File: src/hdl/mac_defs.svh
// Width and configuration macros for the streaming MAC datapath
`ifndef MAC_DEFS_SVH
`define MAC_DEFS_SVH

// Operand width of each input lane
`define MAC_OP_W 16

// Full product, no truncation
`define MAC_PROD_W (2 * `MAC_OP_W)

// Accumulator width, sums wrap at this size
`define MAC_ACC_W 40

// Element counter width, count wraps too
`define MAC_CNT_W 8

// Result buffer bypass, 1 turns the result spill cell into wires
`define MAC_RES_SKIP 1'b0

`endif

File: src/hdl/mac_pkg.sv
// Payload structs and spill cell FSM state type for the MAC datapath
`include "mac_defs.svh"

package mac_pkg;

    // ------------------------------------------------------------------------
    // Stream payloads
    // ------------------------------------------------------------------------

    // Product from the multiply stage
    typedef struct packed {
        logic [`MAC_PROD_W-1:0] prod;
        // Closes the current vector
        logic                   last;
    } prod_t;

    // One dot product result per vector
    typedef struct packed {
        logic [`MAC_ACC_W-1:0]  sum;
        logic [`MAC_CNT_W-1:0]  count;
    } result_t;

    // ------------------------------------------------------------------------
    // Spill cell control
    // ------------------------------------------------------------------------

    // Occupancy of the two-entry buffer
    typedef enum logic [1:0] {
        EMPTY,
        HALF,
        FULL
    } spill_state_e;

endpackage

File: src/hdl/acc_stage.sv
// Accumulate stage summing products and emitting one result per vector
`timescale 1ns/1ps
`include "mac_defs.svh"

module acc_stage import mac_pkg::*; (
    input  logic    clk_i,
    input  logic    rst_n_i,
    input  logic    flush_i,
    // Product stream in
    input  logic    valid_i,
    input  prod_t   prod_i,
    output logic    ready_o,
    // Result stream out
    input  logic    ready_i,
    output logic    valid_o,
    output result_t result_o
);

    // ------------------------------------------------------------------------
    // Running state
    // ------------------------------------------------------------------------
    logic [`MAC_ACC_W-1:0] sum_q;
    logic [`MAC_CNT_W-1:0] cnt_q;
    // Last product taken, result goes out next cycle
    logic                  pend_q;
    logic                  valid_q;
    result_t               res_q;
    logic [`MAC_ACC_W-1:0] prod_ext;
    logic                  in_xfer;

    // Zero extend product into the accumulator width
    assign prod_ext = {{(`MAC_ACC_W - `MAC_PROD_W){1'b0}}, prod_i.prod};

    // No new input while a result is on its way out
    assign ready_o = ~pend_q & ~valid_q;
    assign in_xfer = valid_i & ready_o;

    always_ff @(posedge clk_i or negedge rst_n_i) begin
        if (!rst_n_i) begin
            sum_q   <= '0;
            cnt_q   <= '0;
            pend_q  <= 1'b0;
            valid_q <= 1'b0;
        end else if (flush_i) begin
            // Drop partial vector and any pending result
            sum_q   <= '0;
            cnt_q   <= '0;
            pend_q  <= 1'b0;
            valid_q <= 1'b0;
        end else begin
            if (in_xfer) begin
                // Sum wraps modulo 2**MAC_ACC_W
                sum_q  <= sum_q + prod_ext;
                cnt_q  <= cnt_q + 1'b1;
                pend_q <= prod_i.last;
            end else if (pend_q) begin
                // Result latched, restart from zero
                sum_q   <= '0;
                cnt_q   <= '0;
                pend_q  <= 1'b0;
                valid_q <= 1'b1;
            end else if (valid_q && ready_i) begin
                valid_q <= 1'b0;
            end
        end
    end

    // ------------------------------------------------------------------------
    // Result register
    // ------------------------------------------------------------------------
    always_ff @(posedge clk_i) begin
        if (pend_q) begin
            res_q.sum   <= sum_q;
            res_q.count <= cnt_q;
        end
    end

    assign valid_o  = valid_q;
    assign result_o = res_q;

endmodule

File: src/hdl/mac_stream_top.sv
// Top level of the streaming dot product unit, multiply to accumulate chain
`timescale 1ns/1ps
`include "mac_defs.svh"

module mac_stream_top import mac_pkg::*; (
    input  logic                  clk_i,
    input  logic                  rst_n_i,
    input  logic                  flush_i,
    // Operand stream
    input  logic                  op_valid_i,
    input  logic [`MAC_OP_W-1:0]  op_a_i,
    input  logic [`MAC_OP_W-1:0]  op_b_i,
    input  logic                  op_last_i,
    output logic                  op_ready_o,
    // Result stream
    input  logic                  res_ready_i,
    output logic                  res_valid_o,
    output logic [`MAC_ACC_W-1:0] res_sum_o,
    output logic [`MAC_CNT_W-1:0] res_count_o
);

    // ------------------------------------------------------------------------
    // Internal links
    // ------------------------------------------------------------------------

    // Multiplier to product buffer
    logic    mul_valid;
    prod_t   mul_prod;
    logic    pspill_ready;
    // Product buffer to accumulator
    logic    pspill_valid;
    prod_t   pspill_prod;
    logic    acc_ready;
    // Accumulator to result buffer
    logic    acc_valid;
    result_t acc_result;
    logic    rspill_ready;
    // Result buffer payload
    result_t res_data;

    mul_stage u_mul (
        .clk_i   (clk_i),
        .rst_n_i (rst_n_i),
        .flush_i (flush_i),
        .valid_i (op_valid_i),
        .op_a_i  (op_a_i),
        .op_b_i  (op_b_i),
        .last_i  (op_last_i),
        .ready_o (op_ready_o),
        .ready_i (pspill_ready),
        .valid_o (mul_valid),
        .prod_o  (mul_prod)
    );

    spill_cell #(.DATA_T(prod_t), .SKIP(1'b0)) u_prod_spill (
        .clk_i   (clk_i),
        .rst_n_i (rst_n_i),
        .flush_i (flush_i),
        .valid_i (mul_valid),
        .ready_i (acc_ready),
        .valid_o (pspill_valid),
        .ready_o (pspill_ready),
        .data_i  (mul_prod),
        .data_o  (pspill_prod)
    );

    acc_stage u_acc (
        .clk_i    (clk_i),
        .rst_n_i  (rst_n_i),
        .flush_i  (flush_i),
        .valid_i  (pspill_valid),
        .prod_i   (pspill_prod),
        .ready_o  (acc_ready),
        .ready_i  (rspill_ready),
        .valid_o  (acc_valid),
        .result_o (acc_result)
    );

    spill_cell #(.DATA_T(result_t), .SKIP(`MAC_RES_SKIP)) u_res_spill (
        .clk_i   (clk_i),
        .rst_n_i (rst_n_i),
        .flush_i (flush_i),
        .valid_i (acc_valid),
        .ready_i (res_ready_i),
        .valid_o (res_valid_o),
        .ready_o (rspill_ready),
        .data_i  (acc_result),
        .data_o  (res_data)
    );

    // Unpack result fields onto the ports
    assign res_sum_o   = res_data.sum;
    assign res_count_o = res_data.count;

endmodule

File: src/hdl/mul_stage.sv
// Registered multiply stage turning operand pairs into tagged products
`timescale 1ns/1ps
`include "mac_defs.svh"

module mul_stage import mac_pkg::*; (
    input  logic                 clk_i,
    input  logic                 rst_n_i,
    input  logic                 flush_i,
    // Operand stream in
    input  logic                 valid_i,
    input  logic [`MAC_OP_W-1:0] op_a_i,
    input  logic [`MAC_OP_W-1:0] op_b_i,
    input  logic                 last_i,
    output logic                 ready_o,
    // Product stream out
    input  logic                 ready_i,
    output logic                 valid_o,
    output prod_t                prod_o
);

    logic                   valid_q;
    prod_t                  prod_q;
    logic [`MAC_PROD_W-1:0] mul_res;
    // Holds off input for one cycle after reset
    logic                   run_q;
    logic                   in_xfer;

    // Unsigned, full width
    assign mul_res = op_a_i * op_b_i;

    // Free slot or the slot empties this cycle
    assign ready_o = run_q & (~valid_q | ready_i);
    assign in_xfer = valid_i & ready_o;

    always_ff @(posedge clk_i or negedge rst_n_i) begin
        if (!rst_n_i) begin
            run_q <= 1'b0;
        end else begin
            run_q <= 1'b1;
        end
    end

    // Output valid flag
    always_ff @(posedge clk_i or negedge rst_n_i) begin
        if (!rst_n_i) begin
            valid_q <= 1'b0;
        end else if (flush_i) begin
            valid_q <= 1'b0;
        end else if (in_xfer) begin
            valid_q <= 1'b1;
        end else if (ready_i) begin
            valid_q <= 1'b0;
        end
    end

    // Product register, held while stalled
    always_ff @(posedge clk_i) begin
        if (in_xfer) begin
            prod_q.prod <= mul_res;
            prod_q.last <= last_i;
        end
    end

    assign valid_o = valid_q;
    assign prod_o  = prod_q;

endmodule

File: src/hdl/spill_cell.sv
// Two-entry spill cell with a type-parameterized payload and an optional bypass
`timescale 1ns/1ps

module spill_cell #(
    parameter type DATA_T = logic,
    // Set to turn the cell into plain wires
    parameter bit  SKIP   = 1'b0
) (
    input  logic  clk_i,
    input  logic  rst_n_i,
    input  logic  flush_i,
    // Handshake
    input  logic  valid_i,
    input  logic  ready_i,
    output logic  valid_o,
    output logic  ready_o,
    // Payload
    input  DATA_T data_i,
    output DATA_T data_o
);

    if (SKIP) begin : gen_skip

        // Zero latency pass-through
        assign valid_o = valid_i;
        assign ready_o = ready_i;
        assign data_o  = data_i;

    end else begin : gen_cell

        // --------------------------------------------------------------------
        // Control
        // --------------------------------------------------------------------
        logic  a_en;
        logic  b_en;
        logic  b_sel;
        DATA_T a_data_q;
        DATA_T b_data_q;

        spill_cell_cu u_cu (
            .clk_i   (clk_i),
            .rst_n_i (rst_n_i),
            .flush_i (flush_i),
            .valid_i (valid_i),
            .ready_o (ready_o),
            .ready_i (ready_i),
            .valid_o (valid_o),
            .a_en_o  (a_en),
            .b_en_o  (b_en),
            .b_sel_o (b_sel)
        );

        // --------------------------------------------------------------------
        // Datapath
        // --------------------------------------------------------------------

        // Main register
        always_ff @(posedge clk_i) begin
            if (a_en) begin
                a_data_q <= data_i;
            end
        end

        // Spill register, loaded while downstream stalls
        always_ff @(posedge clk_i) begin
            if (b_en) begin
                b_data_q <= data_i;
            end
        end

        // Oldest item goes out first
        assign data_o = b_sel ? b_data_q : a_data_q;

    end

endmodule

File: src/hdl/spill_cell_cu.sv
// Spill cell control FSM driving the handshake and the data register enables
`timescale 1ns/1ps

module spill_cell_cu import mac_pkg::*; (
    input  logic clk_i,
    input  logic rst_n_i,
    input  logic flush_i,
    // Upstream side
    input  logic valid_i,
    output logic ready_o,
    // Downstream side
    input  logic ready_i,
    output logic valid_o,
    // Datapath control
    output logic a_en_o,
    output logic b_en_o,
    output logic b_sel_o
);

    spill_state_e state_q;
    spill_state_e next_state;
    // Register holding the oldest item, 1 means B
    logic         b_sel_q;
    logic         b_sel_d;
    logic         ready_q;
    logic         in_xfer;

    // Input transfer only when the registered ready is up
    assign in_xfer = valid_i & ready_q;

    // ------------------------------------------------------------------------
    // Next state and register enables
    // ------------------------------------------------------------------------
    always_comb begin
        next_state = state_q;
        b_sel_d    = b_sel_q;
        a_en_o     = 1'b0;
        b_en_o     = 1'b0;
        case (state_q)
            EMPTY: begin
                // First item always lands in A
                if (in_xfer) begin
                    a_en_o     = 1'b1;
                    b_sel_d    = 1'b0;
                    next_state = HALF;
                end
            end
            HALF: begin
                if (ready_i) begin
                    // Head leaves, a new item replaces it in A
                    if (in_xfer) begin
                        a_en_o  = 1'b1;
                        b_sel_d = 1'b0;
                    end else begin
                        next_state = EMPTY;
                    end
                end else if (in_xfer) begin
                    // Stall, spill into the free register
                    if (b_sel_q) begin
                        a_en_o = 1'b1;
                    end else begin
                        b_en_o = 1'b1;
                    end
                    next_state = FULL;
                end
            end
            FULL: begin
                // Head drained, the other register is next
                if (ready_i) begin
                    b_sel_d    = ~b_sel_q;
                    next_state = HALF;
                end
            end
            default: next_state = EMPTY;
        endcase
    end

    // ------------------------------------------------------------------------
    // State registers
    // ------------------------------------------------------------------------
    always_ff @(posedge clk_i or negedge rst_n_i) begin
        if (!rst_n_i) begin
            state_q <= EMPTY;
            b_sel_q <= 1'b0;
            // Low for the first cycle out of reset
            ready_q <= 1'b0;
        end else if (flush_i) begin
            state_q <= EMPTY;
            b_sel_q <= 1'b0;
            ready_q <= 1'b1;
        end else begin
            state_q <= next_state;
            b_sel_q <= b_sel_d;
            ready_q <= (next_state != FULL);
        end
    end

    assign valid_o = (state_q != EMPTY);
    assign ready_o = ready_q;
    assign b_sel_o = b_sel_q;

endmodule
File: config.mk
export PLATFORM = sky130hd
export DESIGN_NAME = mac_stream_top
export DESIGN_NICKNAME = d
export VERILOG_FILES = /design/src/hdl/mac_pkg.sv /design/src/hdl/acc_stage.sv /design/src/hdl/mac_stream_top.sv /design/src/hdl/mul_stage.sv /design/src/hdl/spill_cell.sv /design/src/hdl/spill_cell_cu.sv
export VERILOG_INCLUDE_DIRS = /design/src /design/src/hdl
export SDC_FILE = /design/constraint.sdc
export NUM_CORES = 1
export LEC_CHECK = 0
export BUFFER_PORTS_ARGS = -buffer_cell sky130_fd_sc_hd__buf_2
export CAP_MARGIN = 40
export CORE_UTILIZATION = 40
export CTS_CLUSTER_SIZE = 25
export DETAILED_ROUTE_END_ITERATION = 7
export SLEW_MARGIN = 15
export SYNTH_ARGS = -nofsm -noshare
export SYNTH_HDL_FRONTEND = slang
export SYNTH_HIERARCHICAL = 1
export SYNTH_SLANG_ARGS = --single-unit
File: constraint.sdc
create_clock -name clk_i -period 5.56 [get_ports clk_i]
set_input_delay 1.112 -clock clk_i [delete_from_list [all_inputs] [get_ports clk_i]]
set_output_delay 1.112 -clock clk_i [all_outputs]
set_load 0.01 [all_outputs]
==> key figures <==
Run status
  • Status: finished, violations left
  • Failing checks: setup timing

Setup path
  • Worst reg2reg startpoint: u_prod_spill/gen_cell.u_cu/b_sel_o
  • Critical path launch point type: input port
  • Worst EP arrival: 6.10 ns
  • R2R cell count: 11
  • Crit end category: register
  • Worst path required time: 5.83 ns
  • Reg-to-reg endpoint: u_acc/sum_q[33]
  • Worst-path fanout max: 8
  • Setup Crit Path Kind: in -> reg
  • Most frequent CP cell: fa_1
  • Max incr delay on CP: 0.54 ns
  • Critical-path top delay cell: fa_1
  • Reg2Reg Setup Slack: 1.68 ns
  • Critical Path, Cell by Cell: buf_12 > and2_4 > fa_1 > inv_1 > fa_1 > fa_1 > inv_1 > fa_1 > fa_1 > inv_1 > fa_1 > inv_2 > ha_4 > a21o_1 > and3_4 > a31o_4 > or3b_4 > a31oi_4 > o21ai_2 > xor2_1

Timing
  • Tightest Pin Transition: 0.749 ns
  • Final Slew Violations: 0
  • Final-report setup violation count: 17
  • Relative slew slack: 49.8%
  • Fin crit share: 105%
  • Clock Skew: 0.0164 ns
  • Final worst path period need: 5.83 ns
  • RSZ-0062 raised after global routing: true
  • Highest clock rate: 0.171 GHz
  • Hold Vio Cnt, Final: 0
  • Final worst slack: -0.272 ns
  • Min Hold Slack: 0.439 ns

Detailed routing
  • WL/cell: 15.6 um
  • DR vias/cell: 4.94
  • DRT Pass-1 Iters: 4
  • DRC: 0
  • Via Count: 13700
  • Post-Route WL: 43.2 mm
  • Antenna-violating nets left: 0
  • First DRT Iteration DRCs: 606

Min path
  • Hold Path End: u_prod_spill/gen_cell.b_data_q[0]
  • Worst hold path startpoint: u_mul/prod_o[0]
  • Hold WC Path Type: reg -> reg
  • Cells on Worst Hold Path: 0

Synthesis
  • Mapped cell area: 21400 um2
  • Largest area contributor in the netlist: edfxtp_1
  • Leading register cell type out of synthesis: edfxtp_1
  • Count leader, synth: edfxtp_1
  • Syn Inst Count: 1825
  • Syn nets: 2195
  • Largest cells by area after synthesis: edfxtp_1 34%, fa_1 18%, ha_1 8.0%
  • Synth top area share: 34.2%
  • Synth Register Bits: 303
  • Synth warn: 6
  • Post-synthesis sequential area ratio: 41.2%
  • Commonest cells in the netlist: 243 x edfxtp_1, 236 x inv_1, 234 x nand2_1
  • Distinct cell type count after synthesis: 72
  • Syn Area/Cell: 11.7 um2
  • Share of flip-flops with an asynchronous set or reset: 19.8%
  • EDFF count, synth: 243

CTS
  • Hold buffer count at CTS: 0
  • Worst-skew pair later-pin latency: 0.53 ns
  • CTS tree: yes
  • Clock root cell: clkbuf_16
  • CTS Buffer Depth: 3
  • CTS sink cnt: 303
  • Reg clk slew, reported paths: 0.07 ns
  • Total CTS buffers: 27
  • H-tree levels: 1

Cells and area
  • Ant diodes: 0
  • Nets: 2426
  • Syn-to-layout area delta: 18.2%
  • Fraction of layout cells with a size suffix above 1: 24.0%
  • Non-filler cells, final: 2765

GRT
  • Met1 usage: 21.6%
  • Total track usage: 16.2%
  • Global-route wire length before repair: 71.8 mm
  • GR Util met2: 28.4%
  • Vias in the first global route: 14300
  • GR Util met3: 1.43%
  • GRT overflow: 0
  • Global routing's busiest layer: met2
  • Pin count of the biggest net entering global routing: 61
  • Initial antenna violation count: 0

Floorplan
  • Die width: 233 um
  • DIE AREA: 54300 um2
  • I/O pin count: 88
  • Initial core utilization: 40.6%
  • Core ar.: 52700 um2
  • Height of the chip: 233 um
  • Core Rows: 84

Place
  • Buffers on Ports: 87
  • Hpwl dp: 34.0 mm
  • # placed instances: 2705
  • GPL Wtd Cong: 0.857

Pwr
  • Pwr/cell area: 632 nW/um2
  • Switching power: 0.00621 W
  • Internal Power: 0.00974 W
  • Switching part of the total power: 38.9%
  • Worst VDD drop: 0.835 mV
  • Register share of total power: 19.0%
  • Leakage: 11.0 nW
  • Clock network fraction of design power: 11.3%
  • Part of the total power dissipated in combinational logic: 69.8%

Job
  • Max Cap Viol: 0
==> final cells by class <==
class                      instances  area (um2)
sequential                       303        8800
multi-input combinational       1221       11800
inverter                         236         886
clock inverter                    17         149
clock buffer                      33         718
timing repair buffer             267        2030
fill                            4664       27400
tap                              688         861
==> critical path, delay by kind of cell <==
family | cells | cell delay, ns
compound gates | 4 | 0.64
xor+xnor | 1 | 0.14
simple gates | 3 | 0.73
fa+ha+maj | 7 | 3.18
buf+inv | 5 | 0.32
==> power by group through the flow <==
stage          Clock (W)  Sequential, W  Combinational, W
2_1_floorplan          0        0.00305           0.00635
3_3_place_gp           0        0.00306           0.00989
3_5_place_dp           0        0.00307           0.00999
4_1_cts          0.00186        0.00302            0.0108
5_1_grt          0.00193        0.00304            0.0124
6_report         0.00179        0.00302            0.0111
==> worst max path at each step <==
stage,from,end,slack (ns)
global placement,op_a_i[7],u_mul/prod_o[25],-0.86
CTS,op_a_i[6],u_mul/prod_o[32],-0.24
global route,op_a_i[7],u_mul/prod_o[28],-0.40
detailed placement,op_a_i[6],u_mul/prod_o[30],-0.94
floorplan,op_b_i[5],u_mul/prod_o[23],-0.69
finish,op_b_i[4],u_mul/prod_o[23],-0.27
==> routing by layer <==
metal | vias up | wire [um]
met5 | - | 0
met4 | 0 | 866
met3 | 62 | 1250
met2 | 244 | 21100
met1 | 6745 | 20000
li1 | 6602 | -
==> through the flow <==
step	TNS [ns]	power [W]	worst slack (ns)	cell area [um2]	utilization, %
after floorplan	-7.36	0.00940	-0.689	21700	-
after global placement	-15.30	0.0130	-0.858	23900	45.4
after detailed placement	-16.93	0.0131	-0.940	23900	45.4
after CTS	-2.16	0.0157	-0.237	25100	47.7
after global routing	-4.65	0.0173	-0.400	25200	48.0
final	-2.55	0.0159	-0.272	25200	48.0
==> cells by family after synthesis <==
logic type                 Yosys count  share of synthesized area (%)
buffers and inverters              301                           5.68
adders and majority gates          332                           26.3
and+or+nand+nor                    530                           12.3
AOI/OAI and AO/OA                  220                           7.03
other                                1                         0.0176
DFF                                303                           41.2
muxes                               81                           5.15
xor gates and xnor gates            57                           2.34
==> timing repair <==
| action | CTS | global route |
|---|---|---|
| resized for setup | 83 | 22 |
| gates cloned | 0 | 0 |
| buffers inserted | 6 | 5 |
| pin swaps | 22 | 22 |
| endpoints found under the setup margin | 17 | 18 |
==> placed cells by master (no fill, tap or decap), drive strengths merged, types with 17 or more instances in the layout <==
master,instances
o21ai,34
nand2,234
nand3,22
buf,266
xor2,26
inv,238
edfxtp,243
dfrtp,60
ha,137
nor3,17
mux2,81
nor2,54
and2,130
fa,195
a21o,22
xnor2,31
a21oi,79
clkbuf,34
==> registers in the layout (all words and copies together) (netlist names), 2 cells and up <==
register                            count
u_acc/sum_q                            40
u_res_spill/gen_cell.u_cu/state_q       2
u_res_spill/gen_cell.a_data_q          48
u_prod_spill/gen_cell.b_data_q         33
u_prod_spill/gen_cell.u_cu/state_q      2
u_prod_spill/gen_cell.a_data_q         33
u_acc/cnt_q                             8
u_res_spill/gen_cell.b_data_q          48
u_mul/prod_o                           33
u_acc/result_o                         48
Note: power is estimated with default switching activity, not from simulation.
